--- src/ads_pkg.sv ---
`default_nettype none

package ads_pkg;

    // ==============================
    // Constants
    // ==============================

    localparam logic [31:0] VERSION_ID = 32'h2019_1226;

    // aclk cycles per SCLK half period, so a byte takes 64 cycles
    localparam int SCLK_HALF    = 4;
    localparam int SAMPLE_BYTES = 3;

    localparam int                    SCLK_DIV_W    = $clog2(SCLK_HALF);
    localparam logic [SCLK_DIV_W-1:0] SCLK_DIV_LAST = SCLK_DIV_W'(SCLK_HALF - 1);

    // CTRL bit positions
    localparam int CTRL_START_BIT = 0;
    localparam int CTRL_RESET_BIT = 4;
    localparam int CTRL_MODE_BIT  = 8;

    // Writing this STAT bit clears the overflow flag
    localparam int STAT_OVF_BIT = 1;

    // ==============================
    // Register map and bus types
    // ==============================

    typedef enum logic [7:0] {
        REG_VERSION = 8'h00,
        REG_CTRL    = 8'h04,
        REG_STAT    = 8'h08,
        REG_SPICTRL = 8'h0C,
        REG_SPISEND = 8'h10,
        REG_SPIRECV = 8'h14
    } reg_addr_e;

    typedef enum logic [1:0] {
        OKAY   = 2'b00,
        SLVERR = 2'b10
    } axi_resp_e;

    typedef struct packed {
        logic op_mode;   // 1 selects continuous reads
        logic ad_reset;
        logic ad_start;
    } ctrl_reg_t;

    typedef struct packed {
        logic [31:0] send;
        logic [1:0]  nbytes;  // byte count minus one
    } spi_cmd_t;

    // Packed so that drdy is STAT bit 0 and overflow bit 1
    typedef struct packed {
        logic busy;
        logic overflow;
        logic drdy;
    } stat_t;

    typedef enum logic [1:0] {
        S_IDLE,
        S_BYTE,
        S_WAIT,
        S_DONE
    } seq_state_e;

endpackage

`default_nettype wire

--- src/ads124x_top.sv ---
`default_nettype none

module ads124x_top (
    input  logic                  aclk,
    input  logic                  rst,
    // AXI4-Lite slave
    input  logic [31:0]           s_axi_awaddr,
    input  logic                  s_axi_awvalid,
    output logic                  s_axi_awready,
    input  logic [31:0]           s_axi_wdata,
    input  logic                  s_axi_wvalid,
    output logic                  s_axi_wready,
    output ads_pkg::axi_resp_e    s_axi_bresp,
    output logic                  s_axi_bvalid,
    input  logic                  s_axi_bready,
    input  logic [31:0]           s_axi_araddr,
    input  logic                  s_axi_arvalid,
    output logic                  s_axi_arready,
    output logic [31:0]           s_axi_rdata,
    output ads_pkg::axi_resp_e    s_axi_rresp,
    output logic                  s_axi_rvalid,
    input  logic                  s_axi_rready,
    // Sample stream
    output logic [31:0]           m_axis_tdata,
    output logic                  m_axis_tvalid,
    input  logic                  m_axis_tready,
    // ADS124x SPI
    output logic                  sclk,
    output logic                  cs_n,
    output logic                  mosi,
    input  logic                  miso,
    // ADS124x GPIO
    output logic                  ad_reset_n,
    output logic                  ad_start,
    input  logic                  drdy_n
);

    ads_pkg::ctrl_reg_t ctrl;
    ads_pkg::spi_cmd_t  spi_cmd;
    ads_pkg::stat_t     stat;
    logic               spi_go;
    logic               clear_ovf;
    logic [31:0]        spi_recv;

    logic               byte_start;
    logic [7:0]         tx_byte;
    logic [7:0]         rx_byte;
    logic               byte_done;

    // ==============================
    // Register slave
    // ==============================

    axil_regs i_regs (
        .aclk          (aclk         ),
        .rst           (rst          ),
        .s_axi_awaddr  (s_axi_awaddr ),
        .s_axi_awvalid (s_axi_awvalid),
        .s_axi_awready (s_axi_awready),
        .s_axi_wdata   (s_axi_wdata  ),
        .s_axi_wvalid  (s_axi_wvalid ),
        .s_axi_wready  (s_axi_wready ),
        .s_axi_bresp   (s_axi_bresp  ),
        .s_axi_bvalid  (s_axi_bvalid ),
        .s_axi_bready  (s_axi_bready ),
        .s_axi_araddr  (s_axi_araddr ),
        .s_axi_arvalid (s_axi_arvalid),
        .s_axi_arready (s_axi_arready),
        .s_axi_rdata   (s_axi_rdata  ),
        .s_axi_rresp   (s_axi_rresp  ),
        .s_axi_rvalid  (s_axi_rvalid ),
        .s_axi_rready  (s_axi_rready ),
        .stat          (stat         ),
        .spi_recv      (spi_recv     ),
        .ctrl          (ctrl         ),
        .spi_cmd       (spi_cmd      ),
        .spi_go        (spi_go       ),
        .clear_ovf     (clear_ovf    )
    );

    // ==============================
    // Sequencer and SPI engine
    // ==============================

    ads_ctrl i_ctrl (
        .aclk          (aclk         ),
        .rst           (rst          ),
        .ctrl          (ctrl         ),
        .spi_cmd       (spi_cmd      ),
        .spi_go        (spi_go       ),
        .clear_ovf     (clear_ovf    ),
        .stat          (stat         ),
        .spi_recv      (spi_recv     ),
        .byte_start    (byte_start   ),
        .tx_byte       (tx_byte      ),
        .rx_byte       (rx_byte      ),
        .byte_done     (byte_done    ),
        .cs_n          (cs_n         ),
        .ad_reset_n    (ad_reset_n   ),
        .ad_start      (ad_start     ),
        .drdy_n        (drdy_n       ),
        .m_axis_tdata  (m_axis_tdata ),
        .m_axis_tvalid (m_axis_tvalid),
        .m_axis_tready (m_axis_tready)
    );

    spi_byte_master i_spi (
        .aclk          (aclk         ),
        .rst           (rst          ),
        .byte_start    (byte_start   ),
        .tx_byte       (tx_byte      ),
        .miso          (miso         ),
        .sclk          (sclk         ),
        .mosi          (mosi         ),
        .rx_byte       (rx_byte      ),
        .byte_done     (byte_done    )
    );

endmodule

`default_nettype wire

--- src/ads_ctrl.sv ---
`default_nettype none

module ads_ctrl (
    input  logic                  aclk,
    input  logic                  rst,
    // Register side
    input  ads_pkg::ctrl_reg_t    ctrl,
    input  ads_pkg::spi_cmd_t     spi_cmd,
    input  logic                  spi_go,
    input  logic                  clear_ovf,
    output ads_pkg::stat_t        stat,
    output logic [31:0]           spi_recv,
    // SPI engine
    output logic                  byte_start,
    output logic [7:0]            tx_byte,
    input  logic [7:0]            rx_byte,
    input  logic                  byte_done,
    // ADC pins
    output logic                  cs_n,
    output logic                  ad_reset_n,
    output logic                  ad_start,
    input  logic                  drdy_n,
    // Sample stream
    output logic [31:0]           m_axis_tdata,
    output logic                  m_axis_tvalid,
    input  logic                  m_axis_tready
);

    ads_pkg::seq_state_e state;

    logic [2:0]  drdy_sync;
    logic        drdy_fall;
    logic        idle;
    logic        man_go;
    logic        cont_go;
    logic        missed;
    logic        overflow;
    logic        cont;
    logic [1:0]  byte_cnt;
    logic [31:0] tx_shift;
    logic [31:0] rx_word;

    // Two flops against metastability, third one for the edge
    assign drdy_fall = drdy_sync[2] && !drdy_sync[1];

    assign idle = (state == ads_pkg::S_IDLE);

    // A sample may start while the held word leaves in the same cycle
    assign man_go  = idle && spi_go;
    assign cont_go = idle && !spi_go && ctrl.op_mode && drdy_fall &&
                     (!m_axis_tvalid || m_axis_tready);
    assign missed  = ctrl.op_mode && drdy_fall && !cont_go;

    assign stat = '{busy: !idle, overflow: overflow, drdy: !drdy_sync[1]};

    // ==============================
    // Sequencer
    // ==============================

    always_ff @(posedge aclk) begin
        byte_start <= 1'b0;
        if (rst) begin
            state         <= ads_pkg::S_IDLE;
            drdy_sync     <= 3'b111;
            cs_n          <= 1'b1;
            m_axis_tvalid <= 1'b0;
            overflow      <= 1'b0;
            ad_reset_n    <= 1'b0;
            ad_start      <= 1'b0;
        end else begin
            drdy_sync  <= {drdy_sync[1:0], drdy_n};
            ad_reset_n <= !ctrl.ad_reset;
            ad_start   <= ctrl.ad_start;

            if (missed) begin
                overflow <= 1'b1;
            end else if (clear_ovf) begin
                overflow <= 1'b0;
            end

            if (m_axis_tvalid && m_axis_tready) begin
                m_axis_tvalid <= 1'b0;
            end

            case (state)
                ads_pkg::S_IDLE: begin
                    if (man_go || cont_go) begin
                        cs_n  <= 1'b0;
                        state <= ads_pkg::S_BYTE;
                    end
                end
                ads_pkg::S_BYTE: begin
                    byte_start <= 1'b1;
                    state      <= ads_pkg::S_WAIT;
                end
                ads_pkg::S_WAIT: begin
                    if (byte_done) begin
                        state <= (byte_cnt == 2'd0) ? ads_pkg::S_DONE : ads_pkg::S_BYTE;
                    end
                end
                ads_pkg::S_DONE: begin
                    cs_n  <= 1'b1;
                    state <= ads_pkg::S_IDLE;
                    if (cont) begin
                        m_axis_tvalid <= 1'b1;
                    end
                end
                default: state <= ads_pkg::S_IDLE;
            endcase
        end
    end

    // ==============================
    // Byte shifting and results
    // ==============================

    always_ff @(posedge aclk) begin
        case (state)
            ads_pkg::S_IDLE: begin
                if (man_go) begin
                    tx_shift <= spi_cmd.send;
                    byte_cnt <= spi_cmd.nbytes;
                    cont     <= 1'b0;
                    rx_word  <= 32'd0;
                end else if (cont_go) begin
                    // RDATA style read, clock out 0xFF filler
                    tx_shift <= 32'hFFFF_FFFF;
                    byte_cnt <= 2'(ads_pkg::SAMPLE_BYTES - 1);
                    cont     <= 1'b1;
                    rx_word  <= 32'd0;
                end
            end
            ads_pkg::S_BYTE: begin
                tx_byte  <= tx_shift[31:24];
                tx_shift <= {tx_shift[23:0], 8'h00};
            end
            ads_pkg::S_WAIT: begin
                if (byte_done) begin
                    rx_word  <= {rx_word[23:0], rx_byte};
                    byte_cnt <= byte_cnt - 2'd1;
                end
            end
            ads_pkg::S_DONE: begin
                if (cont) begin
                    m_axis_tdata <= {{8{rx_word[23]}}, rx_word[23:0]};
                end else begin
                    spi_recv <= rx_word;
                end
            end
            default: ;
        endcase
    end

endmodule

`default_nettype wire

--- src/axil_regs.sv ---
`default_nettype none

module axil_regs (
    input  logic                  aclk,
    input  logic                  rst,
    // AXI4-Lite slave
    input  logic [31:0]           s_axi_awaddr,
    input  logic                  s_axi_awvalid,
    output logic                  s_axi_awready,
    input  logic [31:0]           s_axi_wdata,
    input  logic                  s_axi_wvalid,
    output logic                  s_axi_wready,
    output ads_pkg::axi_resp_e    s_axi_bresp,
    output logic                  s_axi_bvalid,
    input  logic                  s_axi_bready,
    input  logic [31:0]           s_axi_araddr,
    input  logic                  s_axi_arvalid,
    output logic                  s_axi_arready,
    output logic [31:0]           s_axi_rdata,
    output ads_pkg::axi_resp_e    s_axi_rresp,
    output logic                  s_axi_rvalid,
    input  logic                  s_axi_rready,
    // Sequencer side
    input  ads_pkg::stat_t        stat,
    input  logic [31:0]           spi_recv,
    output ads_pkg::ctrl_reg_t    ctrl,
    output ads_pkg::spi_cmd_t     spi_cmd,
    output logic                  spi_go,
    output logic                  clear_ovf
);

    logic        bus_busy;
    logic        wr_take;
    logic        rd_take;
    logic        wr_hit;
    logic        rd_hit;
    logic [31:0] rd_word;

    // Offset must be in the map and the upper address bits zero
    function automatic logic addr_mapped(input logic [31:0] addr);
        logic hit;
        case (addr[7:0])
            ads_pkg::REG_VERSION,
            ads_pkg::REG_CTRL,
            ads_pkg::REG_STAT,
            ads_pkg::REG_SPICTRL,
            ads_pkg::REG_SPISEND,
            ads_pkg::REG_SPIRECV: hit = 1'b1;
            default:              hit = 1'b0;
        endcase
        return hit && (addr[31:8] == 24'd0);
    endfunction

    // ==============================
    // Handshake
    // ==============================

    // One request at a time, writes win a tie
    assign bus_busy = s_axi_awready || s_axi_bvalid || s_axi_arready || s_axi_rvalid;
    assign wr_take  = !bus_busy && s_axi_awvalid && s_axi_wvalid;
    assign rd_take  = !bus_busy && s_axi_arvalid && !wr_take;

    assign s_axi_wready = s_axi_awready;

    assign wr_hit = addr_mapped(s_axi_awaddr);
    assign rd_hit = addr_mapped(s_axi_araddr);

    always_ff @(posedge aclk) begin
        if (rst) begin
            s_axi_awready <= 1'b0;
            s_axi_bvalid  <= 1'b0;
            s_axi_arready <= 1'b0;
            s_axi_rvalid  <= 1'b0;
            spi_go        <= 1'b0;
            clear_ovf     <= 1'b0;
            ctrl          <= '0;
            spi_cmd       <= '0;
        end else begin
            s_axi_awready <= wr_take;
            s_axi_arready <= rd_take;
            spi_go        <= 1'b0;
            clear_ovf     <= 1'b0;

            if (s_axi_awready) begin
                s_axi_bvalid <= 1'b1;
                if (wr_hit) begin
                    case (s_axi_awaddr[7:0])
                        ads_pkg::REG_CTRL: begin
                            ctrl.op_mode  <= s_axi_wdata[ads_pkg::CTRL_MODE_BIT];
                            ctrl.ad_reset <= s_axi_wdata[ads_pkg::CTRL_RESET_BIT];
                            ctrl.ad_start <= s_axi_wdata[ads_pkg::CTRL_START_BIT];
                        end
                        ads_pkg::REG_STAT: begin
                            clear_ovf <= s_axi_wdata[ads_pkg::STAT_OVF_BIT];
                        end
                        ads_pkg::REG_SPICTRL: begin
                            spi_cmd.nbytes <= s_axi_wdata[1:0];
                        end
                        ads_pkg::REG_SPISEND: begin
                            spi_cmd.send <= s_axi_wdata;
                            spi_go       <= 1'b1;
                        end
                        default: ;  // VERSION and SPIRECV are read only
                    endcase
                end
            end else if (s_axi_bready) begin
                s_axi_bvalid <= 1'b0;
            end

            if (s_axi_arready) begin
                s_axi_rvalid <= 1'b1;
            end else if (s_axi_rready) begin
                s_axi_rvalid <= 1'b0;
            end
        end
    end

    // ==============================
    // Read data
    // ==============================

    always_comb begin
        rd_word = 32'd0;
        case (s_axi_araddr[7:0])
            ads_pkg::REG_VERSION: rd_word = ads_pkg::VERSION_ID;
            ads_pkg::REG_CTRL: begin
                rd_word[ads_pkg::CTRL_MODE_BIT]  = ctrl.op_mode;
                rd_word[ads_pkg::CTRL_RESET_BIT] = ctrl.ad_reset;
                rd_word[ads_pkg::CTRL_START_BIT] = ctrl.ad_start;
            end
            ads_pkg::REG_STAT:    rd_word = 32'(stat);
            ads_pkg::REG_SPICTRL: rd_word = 32'(spi_cmd.nbytes);
            ads_pkg::REG_SPISEND: rd_word = spi_cmd.send;
            ads_pkg::REG_SPIRECV: rd_word = spi_recv;
            default:              rd_word = 32'd0;
        endcase
    end

    always_ff @(posedge aclk) begin
        if (s_axi_awready) begin
            s_axi_bresp <= wr_hit ? ads_pkg::OKAY : ads_pkg::SLVERR;
        end
        if (s_axi_arready) begin
            s_axi_rresp <= rd_hit ? ads_pkg::OKAY : ads_pkg::SLVERR;
            s_axi_rdata <= rd_hit ? rd_word : 32'd0;
        end
    end

endmodule

`default_nettype wire

--- src/spi_byte_master.sv ---
`default_nettype none

//  cs_n  ‾‾\____________________________________
//  sclk  ____/‾‾‾\___/‾‾‾\___ ... __/‾‾‾\_______
//  mosi  ----X b7    X b6    X ...  X b0  X-----
//  miso       sampled on each falling edge

module spi_byte_master (
    input  logic       aclk,
    input  logic       rst,
    input  logic       byte_start,
    input  logic [7:0] tx_byte,
    input  logic       miso,
    output logic       sclk,
    output logic       mosi,
    output logic [7:0] rx_byte,
    output logic       byte_done
);

    logic                           active;
    logic [ads_pkg::SCLK_DIV_W-1:0] div_cnt;
    logic [3:0]                     half_cnt;
    logic [7:0]                     tx_sh;
    logic                           tick;

    // End of a half period
    assign tick = active && (div_cnt == ads_pkg::SCLK_DIV_LAST);

    // Last tick closes the 16th half period, 64 cycles after byte_start
    assign byte_done = tick && (half_cnt == 4'd15);

    // ==============================
    // Clock and bit counters
    // ==============================

    always_ff @(posedge aclk) begin
        if (rst) begin
            active   <= 1'b0;
            sclk     <= 1'b0;
            mosi     <= 1'b0;
            div_cnt  <= '0;
            half_cnt <= 4'd0;
        end else if (byte_start) begin
            // First rising edge opens bit 7
            active   <= 1'b1;
            sclk     <= 1'b1;
            mosi     <= tx_byte[7];
            div_cnt  <= '0;
            half_cnt <= 4'd0;
        end else if (active) begin
            div_cnt <= tick ? '0 : div_cnt + 1'b1;
            if (tick) begin
                half_cnt <= half_cnt + 4'd1;
                if (!half_cnt[0]) begin
                    // Falling edge, next bit goes out half a period early
                    sclk <= 1'b0;
                    mosi <= tx_sh[6];
                end else if (half_cnt == 4'd15) begin
                    active <= 1'b0;
                end else begin
                    sclk <= 1'b1;
                end
            end
        end
    end

    // ==============================
    // Shift registers
    // ==============================

    always_ff @(posedge aclk) begin
        if (byte_start) begin
            tx_sh <= tx_byte;
        end else if (tick && !half_cnt[0]) begin
            tx_sh   <= {tx_sh[6:0], 1'b0};
            rx_byte <= {rx_byte[6:0], miso};
        end
    end

endmodule

`default_nettype wire
--- config.mk ---
export PLATFORM = sky130hd
export DESIGN_NAME = ads124x_top
export DESIGN_NICKNAME = d
export VERILOG_FILES = /design/src/ads_pkg.sv /design/src/ads124x_top.sv /design/src/ads_ctrl.sv /design/src/axil_regs.sv /design/src/spi_byte_master.sv
export SDC_FILE = /design/constraint.sdc
export NUM_CORES = 1
export LEC_CHECK = 0
export ABC_AREA = 1
export BUFFER_PORTS_ARGS = -buffer_cell sky130_fd_sc_hd__buf_4
export CAP_MARGIN = 20
export CELL_PAD_IN_SITES_DETAIL_PLACEMENT = 1
export CELL_PAD_IN_SITES_GLOBAL_PLACEMENT = 2
export CORE_MARGIN = 4
export CORE_UTILIZATION = 38
export CTS_CLUSTER_DIAMETER = 100
export CTS_CLUSTER_SIZE = 25
export DETAILED_ROUTE_END_ITERATION = 10
export GPL_TIMING_DRIVEN = 0
export PLACE_DENSITY_LB_ADDON = 0.08
export SYNTH_ARGS = -nofsm -noshare
export SYNTH_HDL_FRONTEND = slang
export SYNTH_SLANG_ARGS = --single-unit
--- constraint.sdc ---
create_clock -name aclk -period 11.2 [get_ports aclk]
set_clock_uncertainty 0.05 [all_clocks]
set_input_delay 2.24 -clock aclk [delete_from_list [all_inputs] [get_ports aclk]]
set_output_delay 2.24 -clock aclk [all_outputs]
set_load 0.01 [all_outputs]
After elaboration in Yosys (flattened, before gate mapping)
Cells that the tools add are included.
{ "classes": {"add_sub_neg": 3, "eq_ne": 20, "muxes": 56, "n_bitwise": 5, "reduce_logical": 67} }
{ "ops": {"columns": ["op", "count"], "rows": [
  ["32-bit 2-to-1 mux", 5],
  ["32-bit case mux with 2 select lines", 2],
  ["23-bit case mux with 3 select lines", 1],
  ["24-bit zero test", 2],
  ["8-bit by 4-bit equality test with 1-bit output, second input constant", 4],
  ["8-bit by 5-bit equality test with 1-bit output, second input constant", 4],
  ["1-bit 2-to-1 mux", 29],
  ["2-bit nonzero test", 10],
  ["1-bit logical AND", 18],
  ["2-bit 2-to-1 mux", 9],
  ["3-bit AND reduction", 6],
  ["8-bit by 3-bit equality test with 1-bit output, second input constant", 2],
  ["8-bit zero test", 2],
  ["2-bit AND reduction", 8],
  ["3-bit case mux with 5 select lines", 1],
  ["7-bit 2-to-1 mux", 2],
  ["6-bit OR reduction", 2],
  ["1-bit zero test", 9],
  ["3-bit case mux with 3 select lines", 1],
  ["2-bit case mux with 4 select lines", 1],
  ["2-bit equality test, second input constant", 3],
  ["2-bit != test, second input constant", 3],
  ["3-bit != test, second input constant", 2],
  ["1-bit case mux with 3 select lines", 2],
  ["other kinds (14)", 23]
]} }
{ "word_totals": {"ff_bits": 245, "input_bits": 106, "out_inout_bits": 79, "word_cells": 187} }

Longest topological paths before layout
Gate-level depths: netlist of the first run.
{ "depth": {"ltp_word": 8, "mapped_depth": 10, "ltp_nobuf": 9} }

Modules after synthesis
A second synthesis of the first run with hierarchy kept.
{ "unflattened": {"cells_unflattened": 949, "area_unflattened_um2": 9978.3} }
{ "modules_own_cells": {"columns": ["mod", "n_inst", "cells_each", "area_per_inst_um2", "seq_area_each_um2"], "rows": [
  ["ads_ctrl", 1, 348, 5146.2, 4154.0],
  ["axil_regs", 1, 499, 3826.2, 1881.8],
  ["spi_byte_master", 1, 102, 1006.0, 630.6]
]} }

Worst setup path before layout of the first run
Ideal clock, no wire load.
{ "synth_path": {"path_type": "input to register", "start": "input m_axis_tready", "end": "register i_ctrl.byte_cnt[0], enable pin", "setup_ns": 0.475, "arrival_time_ns": 3.899, "required_time_ns": 10.675, "path_slack_ns": 6.777, "stages": 6, "path_buffers": 0, "cell_sequence": "inv_1 -> nand2_1 -> nand3b_1 -> o21ai_0 -> inv_1 -> o21ai_0"} }
{ "synth_via": {"elab_chain_cells": 4} }
{ "synth_lines": {"columns": ["item", "line", "text"], "rows": [
  ["from (decl)", "ads124x_top.sv:26", "input logic m_axis_tready,"],
  ["1-bit logical OR", "ads_ctrl.sv:51", "(!m_axis_tvalid || m_axis_tready);"],
  ["1-bit logical AND", "ads_ctrl.sv:50", "assign cont_go = idle && !spi_go && ctrl.op_mode && drdy_fall &&"],
  ["3-bit != test (no source line)", null, null],
  ["3-bit AND reduction (no source line)", null, null],
  ["to (signal assigned)", "ads_ctrl.sv:122", "byte_cnt <= spi_cmd.nbytes;"],
  ["to (signal assigned)", "ads_ctrl.sv:128", "byte_cnt <= 2'(ads_pkg::SAMPLE_BYTES - 1);"],
  ["to (signal assigned)", "ads_ctrl.sv:140", "byte_cnt <= byte_cnt - 2'd1;"],
  ["to (decl)", "ads_ctrl.sv:39", "logic [1:0] byte_cnt;"]
]} }
No other way between the ends.
A chain may end at the register's enable or synchronous reset.

Worst setup path in the final report of the first run
{ "layout_path": {"start": "input m_axis_tready", "end": "register i_ctrl.tx_shift[14], enable pin"} }
{ "layout_via": {"elab_chain_cells": 4} }
{ "layout_lines": {"columns": ["item", "line", "text"], "rows": [
  ["1-bit logical OR", "ads_ctrl.sv:51", null],
  ["1-bit logical AND", "ads_ctrl.sv:50", null],
  ["3-bit != test (no source line)", null, null],
  ["2-bit AND reduction (no source line)", null, null],
  ["to (signal assigned)", "ads_ctrl.sv:121", "tx_shift <= spi_cmd.send;"],
  ["to (signal assigned)", "ads_ctrl.sv:135", "tx_shift <= {tx_shift[23:0], 8'h00};"],
  ["to (decl)", "ads_ctrl.sv:40", "logic [31:0] tx_shift;"]
]} }
No other way between the ends.

==> summary.md, run 1 <==
| Metric | Value |
|---|---|
| Global route total overflow | 0 |
| PwrDens | 125 nW/um2 |
| Slew Limit Headroom | 0.449 |
| CP required | about 11000 ps |
| Via density per instance | between 4 and 5 |
| Net count, final | roughly 1300 |
| Critical path class | in -> reg |
| Mapped Avg Cell Area | about 10 um2 |
| H-tree depth | 1 |
| CP cell instances | buf_4 > inv_1 > nand2_1 > nand3b_1 > o21ai_0 > inv_1 > nand2_1 > buf_16 |
| Synthesized flop and latch total | 243 |
| Number of post-CTS setup repair buffers | 0 |
| Flop2flop setup slack | 8080 ps |
| Post-Synth XOR/XNOR Area | 0.00177 |
| Sequential area share after synthesis | 0.673 |
| GP Congestion | between 0.7 and 0.8 |
| Longest Clk Path Bufs | 3 |
| Max incr delay on CP | 640 ps |
| Final setup vio count | 0 |
| Fin Setup TNS | 0 ps |
| Max-slew violations | 0 |
| Yosys top cell area share | 0.546 |
| Peak VDD IR | ~0.000084 V |
| Worst slew pin tran | ~820 ps |
| Core Rows | 58 |
| Adder-cell share of the synthesized area | 0.00379 |
| RSZ-0062 raised after global routing | no |
| Vias in the first global route | between 7000 and 8000 |
| Commonest non-fill, non-tap cell in the layout | buf_4 |
| Mux cell area share after synthesis | 0 |
| HP Class | reg -> reg |
| Total track usage | 0.184 |
| Async SR Flop Fraction | 0 |
| Syn Std Cell Area | slightly below 10000 um2 |
| Number of remaining DRC errors | 0 |
| Initial antenna violation count | 0 |
| Top Family by Delay on Critical Path | simple AND/OR/NAND/NOR gates |
| Yosys warnings | 0 |
| Fmax | about 270 MHz |
| CTS tree | done |
| Die height | between 150 and 200 um |
| CP arrival | between 3000 and 4000 ps |
| Top FF cell, synth | edfxtp_1 |
| Overall routed net length | between 20000 and 30000 um |
| FF-to-FF End | i_ctrl.tx_shift[14] |
| Crit path capture type | register |
| # Max-Cap Violations | 0 |
| Compound-gate portion of the synthesized area | 0.0538 |
| Final HPWL from detailed placement | 20100 um |
| Largest net degree at the start of global routing | 29 |
| CP bufs+invs | 4 |
| Outcome | complete, no violations |
| Cells after Synth | 948 |
| Post-synth top area cell | edfxtp_1 |
| Final worst-path cycle share | 0.329 |
| Largest cells by area after synthesis | edfxtp_1 (55%), dfxtp_1 (13%), nor2_1 (6.7%), inv_1 (6.1%), nand2_1 (6.0%) |
| Area share of and/or/nand/nor cells after synthesis | 0.181 |
| TritonCTS buffer count | 13 |
| Worst r2r src | i_ctrl.state[0] |
| DRT iter0 DRCs | 479 |
| Starting Density | 0.390 |
| Worst Setup Start Kind | input port |
| # port buffers | 182 |
| Hold-fix buffers, CTS | 0 |
| Fin util | 0.480 |
| Distinct cells, synth | 37 |
| Post-CTS sizing | 0 |
| Worst R2R Path Depth | 6 |
| Hold path depth | 1 |
| Hold Path End | i_ctrl.drdy_sync[1] |
| Hold Slack | between 300 and 400 ps |
| Clock latency on the worst-skew pair | 480 ps |
| Ant diodes | 0 |
| Ports | roughly 190 |
| EDFF count, synth | 180 |
| P&R area growth vs syn | 23.2% |
| Crit path max fanout | 17 |
| Pre-antenna DRT Iters | 8 |
| Clock sink count | 243 |
| Clk slew on worst S/H paths | approximately 100 ps |
| Hold Crit Start | i_ctrl.drdy_sync[0] |
| Share of cells above drive strength 1 | 0.225 |
| Combinational family with the most area after synthesis | simple AND/OR/NAND/NOR gates |
| Worst path slowest cell | nand2_1 |
| Final Hold Fails | 0 |
| Die W | roughly 170 um |
| Fin crit period | 3680 ps |
| Die Area | 28700 um2 |
| Most frequent cells in the layout | buf_4 (193), edfxtp_1 (180), nor2_1 (176) |
| CTS root buf | clkbuf_16 |
| First-pass GRT wire length | 41100 um |
| Via count | 6902 |
| Lkg Pwr | 4.96 nW |
| Antenna Nets Post-Route | 0 |
| Area of the core | about 25000 um2 |
| WL per Instance | 17.7 um |
[metal layers]
layer	wire (um)	track usage	up-vias	share of wire
met4	399	0.0336	0	0.015
met5	0	0	-	0
met1	11700	0.248	3335	0.45
met3	963	0.0210	21	0.037
li1	-	-	3435	-
met2	13300	0.325	111	0.50
[where the power goes]
part	leakage, nW	internal (mW)	switching [mW]
sequential	2.12	0.961	0.00416
clock	0.173	0.221	0.278
combinational	2.66	0.0359	0.0283
total	4.96	1.22	0.311
[flip-flops by register name (all words and copies together) (netlist names), 4 cells and up]
signal               count
i_regs.spi_cmd          34
i_ctrl.rx_word          32
i_ctrl.spi_recv         32
i_ctrl.tx_shift         32
i_regs.s_axi_rdata      32
i_ctrl.m_axis_tdata     24
i_ctrl.tx_byte           8
i_spi.rx_byte            8
i_spi.tx_sh              7
i_spi.half_cnt           4
[worst max-delay path by stage]
stage                                 from                   to  slack (ps)  depth (start not counted)
after floorplan              m_axis_tready   i_ctrl.byte_cnt[0]        6780                          6
after global placement    i_spi.div_cnt[0]   i_ctrl.rx_word[12]        5160                          4
after detailed placement     m_axis_tready   i_ctrl.tx_shift[7]        7000                          8
after CTS                    m_axis_tready   i_ctrl.tx_shift[3]        7500                          8
after global routing         m_axis_tready   i_ctrl.tx_shift[3]        7310                          8
final                        m_axis_tready  i_ctrl.tx_shift[14]        7520                          8
[synthesized netlist by cell type, types with 5 or more instances]
library cell,count
buf_2,6
o21ai_0,43
inv_1,160
nand4_1,8
nor2_4,13
o22ai_1,26
dfxtp_1,63
a211oi_1,7
nor2_1,177
buf_4,11
nand3_1,15
nand2_1,158
a21oi_1,16
clkbuf_1,17
or2_2,5
nor3_1,7
edfxtp_1,180
[layout make-up]
class                      instances  area [um2]
fill                            2884       13200
sequential                       243        6670
multi-input combinational        504        2410
timing repair buffer             188        1490
inverter                         164         616
tap                              330         413
clock buffer                      20         352
buffer                            38         230
clock inverter                     1        8.76
[stage by stage]
stage | cell area (um2) | setup slack (ps) | power (mW) | cells
2_1_floorplan | 9900 | 6780 | 1.00 | 949
3_5_place_dp | 11800 | 7000 | 1.05 | 1467
3_3_place_gp | 11700 | 5160 | 1.05 | 1461
6_report | 12200 | 7520 | 1.53 | 1488
4_1_cts | 12200 | 7500 | 1.55 | 1488
5_1_grt | 12200 | 7310 | 1.59 | 1488
[cell families after synthesis]
logic type,count (synthesis)
flops,243
simple gates,402
buf+inv,202
fa+ha+maj,3
other cells,1
compound gates,95
xor+xnor,2
[worst register-to-register path, cell delays in order (launching register included)]
cell and delay, ps:
dfxtp_1 390, inv_1 90, nor2_1 590, clkinv_1 460, clkbuf_1 340, nand2_1 690
buf_16 240
Power figures use the tool's default switching activity.
==> run 2, diff against run 1 <==
--- a/config.mk
+++ b/config.mk
@@ -11,7 +11,7 @@
 export CELL_PAD_IN_SITES_DETAIL_PLACEMENT = 1
 export CELL_PAD_IN_SITES_GLOBAL_PLACEMENT = 2
 export CORE_MARGIN = 4
-export CORE_UTILIZATION = 38
+export CORE_UTILIZATION = 35
 export CTS_CLUSTER_DIAMETER = 100
 export CTS_CLUSTER_SIZE = 25
 export DETAILED_ROUTE_END_ITERATION = 10
==> constraint.sdc (replaced) <==
create_clock -name aclk -period 3.7 [get_ports aclk]
set_clock_uncertainty 0.05 [all_clocks]
set_input_delay 0.74 -clock aclk [delete_from_list [all_inputs] [get_ports aclk]]
set_output_delay 0.74 -clock aclk [all_outputs]
set_load 0.01 [all_outputs]
==> summary.md, run 2 (synthesized netlist as in run 1, its figures left out) <==
| Metric | Value |
|---|---|
| WL per Instance | 16.9 um (was 17.7 um) |
| Core Rows | 61 (was 58) |
| Reg area | 6670 um2 (unchanged) |
| # port buffers | 182 (unchanged) |
| Comb pwr share | 0.042 (about the same) |
| Worst r2r src | i_ctrl.state[0] (unchanged) |
| Peak VDD IR | 0.000269 V (was 0.0000837 V) |
| Hold Path End | i_ctrl.drdy_sync[1] (unchanged) |
| HP Class | reg -> reg (unchanged) |
| Crit path max fanout | 20 (was 17) |
| Initial antenna violation count | 0 (unchanged) |
| Worst slew pin tran | 993 ps (was 825 ps) |
| Final setup vio count | 0 (unchanged) |
| Psw | 0.940 mW (was 0.311 mW) |
| Crit. Startpoint | i_ctrl.state[0] (was m_axis_tready) |
| GP Congestion | 0.740 (was 0.759) |
| Critical path class | reg -> reg (was in -> reg) |
| Fmax | 320 MHz |
| Die W | 176 um (was 169 um) |
| Fin util | 0.439 (was 0.480) |
| Max incr delay on CP | 750 ps (was 640 ps) |
| Crit path capture type | register (unchanged) |
| First-pass GRT wire length | 40000 um (was 41100 um) |
| Largest net degree at the start of global routing | 33 (was 29) |
| Longest Clk Path Bufs | 3 (unchanged) |
| Global route total overflow | 0 (unchanged) |
| CP arrival | 3270 ps (was 3830 ps) |
| CP required | 3840 ps (was 11350 ps) |
| Commonest non-fill, non-tap cell in the layout | buf_4 (unchanged) |
| Fin crit period | 3130 ps |
| Worst R2R Path Depth | 6 (unchanged) |
| Hold Crit Start | i_ctrl.drdy_sync[0] (unchanged) |
| Post-CTS sizing | 0 (unchanged) |
| DRT iter0 DRCs | 394 (was 479) |
| Max-slew violations | 0 (unchanged) |
| PwrDens | 381 nW/um2 (was 125 nW/um2) |
| Number of post-CTS setup repair buffers | 0 (unchanged) |
| Largest register by flop count | i_regs.spi_cmd (unchanged) |
| Final HPWL from detailed placement | 20200 um (was 20100 um) |
| Starting Density | 0.355 (was 0.390) |
| Clk pwr share | 0.331 (was 0.327) |
| Share of cells above drive strength 1 | 0.226 (was 0.225) |
| Lkg Pwr | 4.95 nW (was 4.96 nW) |
| # Max-Cap Violations | 0 (unchanged) |
| Via count | 6893 (was 6902) |
| Die height | 176 um (was 169 um) |
| RSZ-0062 raised after global routing | no (unchanged) |
| Sw frac | 0.202 (was 0.203) |
| Power, Total | 4.66 mW (was 1.53 mW) |
| Final Hold Fails | 0 (unchanged) |
| Ports | 185 (unchanged) |
| Clock sink count | 243 (unchanged) |
| Number of remaining DRC errors | 0 (unchanged) |
| Worst path slowest cell | nand2_1 (unchanged) |
| Max reg flops | 34 (unchanged) |
| Die Area | 31000 um2 (was 28700 um2) |
| Total track usage | 0.166 (was 0.184) |
| Slew Limit Headroom | 0.337 (was 0.449) |
| Pre-antenna DRT Iters | 4 (was 8) |
| Vias in the first global route | 7268 (was 7411) |
| Overall routed net length | 26000 um (was 26400 um) |
| Most frequent cells in the layout | buf_4 (193), edfxtp_1 (180), nor2_1 (176) (unchanged) |
| Flop2flop setup slack | 570 ps (was 8080 ps) |
| Net count, final | 1260 (was 1261) |
| TritonCTS buffer count | 13 (unchanged) |
| Multi-input logic area | 2410 um2 (unchanged) |
| Outcome | complete, no violations (unchanged) |
| P_int | 3.72 mW (was 1.22 mW) |
| Area of the core | 27900 um2 (was 25400 um2) |
| Hold path depth | 1 (unchanged) |
| Clk slew on worst S/H paths | 100 ps (about the same) |
| H-tree depth | 1 (unchanged) |
| Worst Setup Start Kind | register (was input port) |
| FF-to-FF End | i_ctrl.tx_shift[15] (was i_ctrl.tx_shift[14]) |
| CTS root buf | clkbuf_16 (unchanged) |
| Via density per instance | 4.49 (was 4.64) |
| Hold-fix buffers, CTS | 0 (unchanged) |
| CP cell instances | inv_1 > nor2_1 > clkinv_1 > clkbuf_1 > nand2_1 > buf_8 (was buf_4 > inv_1 > nand2_1 > nand3b_1 > o21ai_0 > inv_1 > nand2_1 > buf_16) |
| Final worst-path cycle share | 0.846 |
| Total of fill cells in the finished design | 3109 (was 2884) |
| P&R area growth vs syn | 23.5% (was 23.2%) |
| Ant diodes | 0 (unchanged) |
| Seq pwr share | 0.627 (was 0.631) |
| Clock latency on the worst-skew pair | 480 ps (about the same) |
| Antenna Nets Post-Route | 0 (unchanged) |
| CTS tree | done (unchanged) |
-- run 2: layer usage --
metal,vias up,share of wire,track usage
met2,83,0.51,0.298
met5,-,0,0
met1,3359,0.45,0.219
li1,3432,-,-
met3,19,0.028,0.0195
met4,0,0.015,0.0296
-- run 2: critical path, delay by kind of cell, from the launching register on --
family | cells | cell delay, ps
simple gates | 2 | 1300
buf+inv | 4 | 1110
flops | 1 | 380
-- run 2: area by class of cell --
cell class              count  share of cell area
well taps                 378              0.0387
flip-flops and latches    243               0.545
plain buffers              38              0.0188
multi-input cells         504               0.197
clock inverters             1            0.000307
repair buffers            187               0.119
clock buffers              20              0.0304
inverters                 164              0.0503
-- run 2: power by group through the flow --
stage	Sequential [mW]	Combinational (mW)	Clock, mW
finish	2.92	0.195	1.54
global route	2.92	0.214	1.70
CTS	2.92	0.199	1.61
detailed placement	2.98	0.199	0
global placement	2.99	0.186	0
floorplan	2.99	0.0397	0
-- run 2: worst max-delay path by stage --
| stage | end | slack [ps] | depth (start not counted) |
|---|---|---|---|
| after floorplan | i_ctrl.byte_cnt[0] | 730 | 4 |
| after global placement | i_ctrl.rx_word[26] | -330 | 4 |
| after detailed placement | i_ctrl.tx_shift[7] | 480 | 6 |
| after CTS | i_ctrl.tx_shift[7] | 450 | 6 |
| after global routing | i_ctrl.tx_shift[15] | 270 | 6 |
| final | i_ctrl.tx_shift[15] | 570 | 6 |
-- run 2: metrics by stage --
step / std cells / cell area, um2 / setup TNS, ps / setup WS (ps) / hold slack, ps
after floorplan: 949 / 9900 / 0 / 733 / 339
after global placement: 1509 / 11700 / -11230 / -332 / 345
after detailed placement: 1514 / 11900 / 0 / 478 / 348
after CTS: 1535 / 12200 / 0 / 450 / 368
after global routing: 1535 / 12200 / 0 / 271 / 369
final: 1535 / 12200 / 0 / 572 / 372
